$ cat src/rtl/cpu_arch_pkg.sv
package cpu_arch_pkg;

	// byte address, no translation in this core
	typedef logic [31:0] addr_t;

	// boot rom, first word fetched after reset
	localparam addr_t RESET_VECTOR = 32'hBFC0_0000;

	// exception flags, one bit per cause
	// bit 0 interrupt, bit 1 fetch address error, upper bits for later stages
	localparam int EXC_W    = 8;
	localparam int EXC_ADEL = 1;

	typedef logic [EXC_W-1:0] excs_t;

	// kseg1, unmapped and uncached
	localparam addr_t KSEG1_BASE = 32'hA000_0000;
	localparam addr_t KSEG1_TOP  = 32'hBFFF_FFFF;

	function automatic logic in_kseg1(addr_t a);
		return (a >= KSEG1_BASE) && (a <= KSEG1_TOP);
	endfunction

	// instructions must sit on a word boundary
	function automatic logic word_aligned(addr_t a);
		return a[1:0] == 2'b00;
	endfunction

endpackage

$ cat src/rtl/fetch_cfg_pkg.sv
package fetch_cfg_pkg;

	typedef logic [31:0] inst_t;

	// all zero word decodes as a nop
	localparam inst_t INST_NOP = 32'h0000_0000;

	// byte offset inside a one-word line
	localparam int WORD_OFS_W = 2;

	// index bits for a power of two line count
	function automatic int index_w(int lines);
		return $clog2(lines);
	endfunction

	// what is left of the address above index and offset
	function automatic int tag_w(int lines);
		return $bits(cpu_arch_pkg::addr_t) - index_w(lines) - WORD_OFS_W;
	endfunction

endpackage

$ cat src/rtl/fetch_pc.sv
`timescale 1ns/100ps

module fetch_pc (
	input  logic                 clk,
	input  logic                 rst_n,
	input  logic                 stall_i,
	input  logic                 branch_i,
	input  cpu_arch_pkg::addr_t  branch_target_i,
	input  logic                 flush_i,
	input  cpu_arch_pkg::addr_t  flush_target_i,
	input  logic                 inslot_i,
	input  fetch_cfg_pkg::inst_t cache_inst_i,
	input  logic                 hit_valid_i,
	input  logic                 lookup_stall_i,
	input  logic                 mem_wait_stall_i,
	output cpu_arch_pkg::addr_t  fetch_addr_o,
	output logic                 fetch_en_o,
	output cpu_arch_pkg::addr_t  if_pc_o,
	output fetch_cfg_pkg::inst_t if_inst_o,
	output logic                 if_valid_o,
	output logic                 if_inslot_o,
	output cpu_arch_pkg::excs_t  if_excs_o,
	output logic                 if_has_exc_o
);
	import cpu_arch_pkg::*;
	import fetch_cfg_pkg::*;

	addr_t pc_q;
	addr_t pc_d;
	addr_t flush_pc_q;
	addr_t branch_pc_q;
	logic  flush_pend_q;
	logic  branch_pend_q;
	logic  slot_pend_q;

	logic  cache_stall;
	logic  misaligned;
	logic  pend_any;
	logic  deliver;
	logic  discard;
	logic  consume;

	logic  valid_d;
	logic  inslot_d;
	inst_t inst_d;
	excs_t excs_d;

	assign cache_stall = lookup_stall_i | mem_wait_stall_i;
	assign misaligned  = !word_aligned(pc_q);

	// no cache access for a bad address or while decode is stalled
	assign fetch_en_o   = !stall_i && !misaligned;
	assign fetch_addr_o = pc_q;

	assign pend_any = flush_pend_q | branch_pend_q;

	// an instruction (or an address error) is ready for decode
	assign deliver = !cache_stall && !stall_i && (hit_valid_i || misaligned);

	// the word behind a latched redirect is the one fetched during the stall
	assign discard = flush_i || pend_any;

	// latched redirects are used up once fetch moves again
	assign consume = deliver || (!cache_stall && (flush_i || branch_i));

	always_comb begin
		pc_d = pc_q;
		if (!cache_stall && flush_i) begin
			pc_d = flush_target_i;
		end else if (!cache_stall && branch_i) begin
			pc_d = branch_target_i;
		end else if (deliver) begin
			if (flush_pend_q)
				pc_d = flush_pc_q;
			else if (branch_pend_q)
				pc_d = branch_pc_q;
			else
				pc_d = pc_q + 32'd4; // sequential
		end
	end

	always_ff @(posedge clk or negedge rst_n) begin
		if (!rst_n)
			pc_q <= RESET_VECTOR;
		else
			pc_q <= pc_d;
	end

	// redirects seen while the cache holds the pipe
	always_ff @(posedge clk or negedge rst_n) begin
		if (!rst_n) begin
			flush_pend_q  <= 1'b0;
			branch_pend_q <= 1'b0;
			slot_pend_q   <= 1'b0;
		end else if (consume) begin
			flush_pend_q  <= 1'b0;
			branch_pend_q <= 1'b0;
			slot_pend_q   <= 1'b0;
		end else if (cache_stall) begin
			if (flush_i)
				flush_pend_q <= 1'b1;
			if (branch_i)
				branch_pend_q <= 1'b1;
			if (inslot_i)
				slot_pend_q <= 1'b1; // inslot_i may drop before the word arrives
		end
	end

	always_ff @(posedge clk) begin
		if (cache_stall && flush_i)
			flush_pc_q <= flush_target_i;
		if (cache_stall && branch_i)
			branch_pc_q <= branch_target_i;
	end

	always_comb begin
		valid_d  = deliver && !discard;
		inslot_d = valid_d && (inslot_i || slot_pend_q);
		inst_d   = INST_NOP;
		excs_d   = '0;
		if (valid_d) begin
			if (misaligned)
				excs_d[EXC_ADEL] = 1'b1; // adel, word stays zero
			else
				inst_d = cache_inst_i;
		end
	end

	// decode side registers, frozen by stall_i
	always_ff @(posedge clk or negedge rst_n) begin
		if (!rst_n) begin
			if_valid_o   <= 1'b0;
			if_inslot_o  <= 1'b0;
			if_excs_o    <= '0;
			if_has_exc_o <= 1'b0;
		end else if (!stall_i) begin
			if_valid_o   <= valid_d;
			if_inslot_o  <= inslot_d;
			if_excs_o    <= excs_d;
			if_has_exc_o <= |excs_d;
		end
	end

	always_ff @(posedge clk) begin
		if (!stall_i) begin
			if_pc_o   <= pc_q;
			if_inst_o <= inst_d; // zero on flush or bubble
		end
	end

endmodule

$ cat config.mk
export PLATFORM = sky130hd
export DESIGN_NAME = fetch_pc
export DESIGN_NICKNAME = d
export VERILOG_FILES = /design/src/rtl/cpu_arch_pkg.sv /design/src/rtl/fetch_cfg_pkg.sv /design/src/rtl/fetch_pc.sv
export SDC_FILE = /design/constraint.sdc
export NUM_CORES = 1
export LEC_CHECK = 0
export ABC_AREA = 1
export BUFFER_PORTS_ARGS = -buffer_cell sky130_fd_sc_hd__buf_4
export CORE_UTILIZATION = 30
export DETAILED_ROUTE_END_ITERATION = 7
export GPL_ROUTABILITY_DRIVEN = 0
export HOLD_SLACK_MARGIN = 0.05
export PLACE_DENSITY = 0.62
export SLEW_MARGIN = 20
export SYNTH_ARGS = -nofsm -noshare
export SYNTH_HDL_FRONTEND = slang
export SYNTH_SLANG_ARGS = --single-unit
$ cat constraint.sdc
create_clock -name clk -period 1.7 [get_ports clk]
set_input_delay 0.34 -clock clk [delete_from_list [all_inputs] [get_ports clk]]
set_output_delay 0.34 -clock clk [all_outputs]
set_load 0.1 [all_outputs]
==> out/metrics.yaml <==
status: "complete, but fails checks"
violations: "setup timing"
syn_avg_cell_area_um2: 9.97
antenna_found_initial: 0
syn_inst: 788
grt_use_total: 0.172
regToRegSetupSlack_ns: -0.03
grt_overflow_total: 0
switching_share: 0.417
seq_power_share: 0.344
synth_top_area_frac: 0.489
fin_ws_ns: -0.0514
critPathCaptureType: "primary output"
worstSetupEndpoint: "fetch_en_o"
vias_per_cell: 4.62
cp_common_cell: "nor2_4"
cts-root-buf: "clkbuf_16"
wl_per_cell_um: 16.6
yosys.area.top_type: "edfxtp_1"
drc_errors: 0
top_level_ports: 213
grt_max_degree: 48
ys.warnings.count: 0
path_delay_family: "flip-flops"
path_class: "reg2out"
cts.clk_slew.worst_paths_ns: 0.07
design_area_um2: 11500
nFillCells: 2393
syn_area_um2: 7860
yosysSeqAreaShare: 0.612
yosysUniqueCellTypes: 42
dieArea_um2: 26800
grt_pass1_wl_mm: 34.3
p_clk_frac: 0.262
dr.pass1.iters: 5
ir_worst_vdd_mv: 0.828
drt_iter0_drc: 549
routed_wl_mm: 23.5
cp_cell_sequence: "nor2_4 > inv_2 > buf_6 > nor2_4 > buf_12"
crit_cells: 5
min_period_ns: 1.75
finalCritPeriodShare: 1.03
htreeDepth: 4
setup_viol: 36
syn2layout_area_growth_pct: 46.1
final_nets: 1176
crit_start: "fetch_addr_o[1]$_DFFE_PN0P_"
synth-seq-cells: 166
initial_core_util: 0.309
use_met1: 0.235
rows: 58
hold_viol_final: 0
cts_buffers: 17
regToRegEndpoint: "fetch_addr_o[13]$_DFFE_PN0P_"
drv_slew: 0
synth_area_leaders: "edfxtp_1 (49%), nand2_1 (10%), dfrtp_1 (9.2%)"
drive_gt1_frac: 0.410
cpPeakStageDelay_ns: 0.42
cap_violations: 0
grt_pass1_vias: 6112
place_inst: 1355
crit_required_ns: 1.36
combPwrFrac: 0.394
die_w_um: 164
tightest_slew_ns: 0.551
num_vias: 6527
fin_skew_ns: 0.00764
port_buffers: 205
worstSkewPairLatency_ns: 0.44
fmax_mhz: 571
grtUsageMet3: 0.0275
cts_tree: "yes"
power.switching_mw: 6.61
startpoint_type: "register"
die_h_um: 164
hp-class: "in2reg"
relSlewSlack: 0.633
internal_power_mw: 9.24
critPathBufInv: 3
cp.arrival_ns: 1.41
placed_cell_area_um2: 10200
antenna_cells: 0
rsz0062_at_grt: "yes"
r2r_start: "fetch_addr_o[1]$_DFFE_PN0P_"
crit_fanout: 2
power.density_nw_per_um2: 1380
p_leak_nw: 5.13
antenna_left: 0
r2r_cells: 11
grt.busiest_layer: "met2"
clockBufferDepth: 2
critPathSlowestCell: "dfrtp_2"
core_um2: 25400
met2_usage: 0.273
clock-sinks: 166
hpwl_mm: 17.0
finalNonFillerCells: 1413
[final cells by class]
type | instances | area [um^2] | area share
Timing Repair Buffer | 294 | 2550 | 0.222
Tap cell | 330 | 413 | 0.0360
Inverter | 71 | 283 | 0.0246
Clock buffer | 19 | 443 | 0.0386
Multi-Input combinational cell | 520 | 2780 | 0.242
Clock inverter | 13 | 185 | 0.0161
Sequential cell | 166 | 4830 | 0.420
[state kept, by name, indices dropped and copies added (netlist names)]
name / count
if_valid_o: 1
flush_pend_q: 1
if_pc_o: 32
fetch_addr_o: 32
if_inslot_o: 1
if_has_exc_o: 1
branch_pc_q: 32
branch_pend_q: 1
flush_pc_q: 32
if_inst_o: 32
slot_pend_q: 1
[metal layers]
metal	vias up	routed length [um]
li1	3167	-
met1	3059	10500
met2	267	10900
met3	34	1600
met4	0	523
met5	-	0
[through the flow]
step	setup TNS (ns)	util	setup slack [ns]	power, mW	hold WS, ns
floorplan	-24.17	-	-0.421	9.49	0.0444
global placement	-0.344	0.403	-0.107	11.2	0.357
detailed placement	-0.176	0.403	-0.0725	11.2	0.355
CTS	-0.0929	0.435	-0.0849	15.6	0.0727
global route	-3.30	0.452	-0.0920	16.4	0.0749
finish	-0.724	0.452	-0.0514	15.8	0.0889
[how the worst min path moves through the flow]
stage / from / end / slack [ns] / depth (start not counted)
finish: flush_target_i[12] / flush_pc_q[12]$_DFFE_PP_ / 0.09 / 1
global placement: rst_n / fetch_addr_o[0]$_DFFE_PN0P_ / 0.36 / 1
global route: flush_target_i[0] / flush_pc_q[0]$_DFFE_PP_ / 0.07 / 1
CTS: flush_target_i[12] / flush_pc_q[12]$_DFFE_PP_ / 0.07 / 1
floorplan: rst_n / branch_pend_q$_DFFE_PN0P_ / 0.04 / 0
detailed placement: rst_n / fetch_addr_o[0]$_DFFE_PN0P_ / 0.36 / 1
[Yosys cell counts]
library cell / instances
dfstp_2: 9
a31oi_1: 2
a21oi_1: 23
inv_2: 7
a41oi_1: 1
a22oi_1: 3
buf_6: 5
nand2_2: 5
dfrtp_1: 29
ha_1: 1
xnor2_1: 1
nand4_1: 3
or2_2: 4
nor2_2: 6
nand3_1: 34
edfxtp_1: 128
or2_0: 6
nand2_1: 211
clkbuf_1: 4
buf_8: 1
o211ai_1: 3
o211ai_4: 1
conb_1: 1
nand3b_1: 2
nor2_1: 115
nand2_4: 6
buf_2: 14
o22ai_1: 2
buf_4: 14
a22o_1: 6
nor3_2: 1
nor2_4: 14
nor2_8: 2
and2_1: 2
o21ai_1: 5
o21ai_0: 25
or2_1: 4
o2111ai_1: 2
a221oi_1: 16
xor2_1: 4
o31ai_1: 2
inv_1: 64
[timing repair]
item / in CTS / in global routing
buffers inserted: 10 / 14
hold buffers: 1 / 0
endpoints found under the setup margin: 16 / 60
hold endpoints to repair: 29 / 0
resized for setup: 30 / 76
gates cloned: 0 / 3
pin swaps: 3 / 31
[power groups by stage]
stage               combinational [mW]  sequential (mW)  clock [mW]
floorplan                         1.28             8.21           0
global placement                  5.65             5.54           0
detailed placement                5.67             5.55           0
CTS                               5.96             5.45        4.24
global route                      6.53             5.52        4.38
finish                            6.24             5.45        4.15
[layout by cell type (no fill, tap or decap), types with 6 or more instances in the layout]
| cell type | n |
|---|---|
| nor2_1 | 106 |
| o21ai_2 | 10 |
| o21ai_1 | 13 |
| dfrtp_1 | 13 |
| clkbuf_16 | 19 |
| buf_4 | 253 |
| nand3_1 | 26 |
| nand2_2 | 9 |
| a21oi_2 | 8 |
| buf_6 | 18 |
| nand2_4 | 8 |
| a22o_1 | 6 |
| o21ai_0 | 7 |
| dfstp_2 | 9 |
| a221oi_1 | 16 |
| conb_1 | 7 |
| edfxtp_1 | 128 |
| inv_2 | 8 |
| nor2_2 | 10 |
| inv_1 | 61 |
| dfrtp_2 | 16 |
| nand2_1 | 205 |
| nand3_2 | 8 |
| nor2_4 | 19 |
| a21oi_1 | 15 |
| or2_0 | 6 |
| buf_12 | 18 |
[logic make-up after synthesis]
logic type | Yosys count | share of synthesized area
AND/OR/NAND/NOR | 415 | 0.238
flip-flops | 166 | 0.612
buffers and inverters | 109 | 0.0672
AO/OA/AOI/OAI | 91 | 0.0752
XOR/XNOR | 5 | 0.00557
adder cells (fa/ha/maj) | 1 | 0.00159
other | 1 | 0.000477
(Power assumes the default switching activity.)
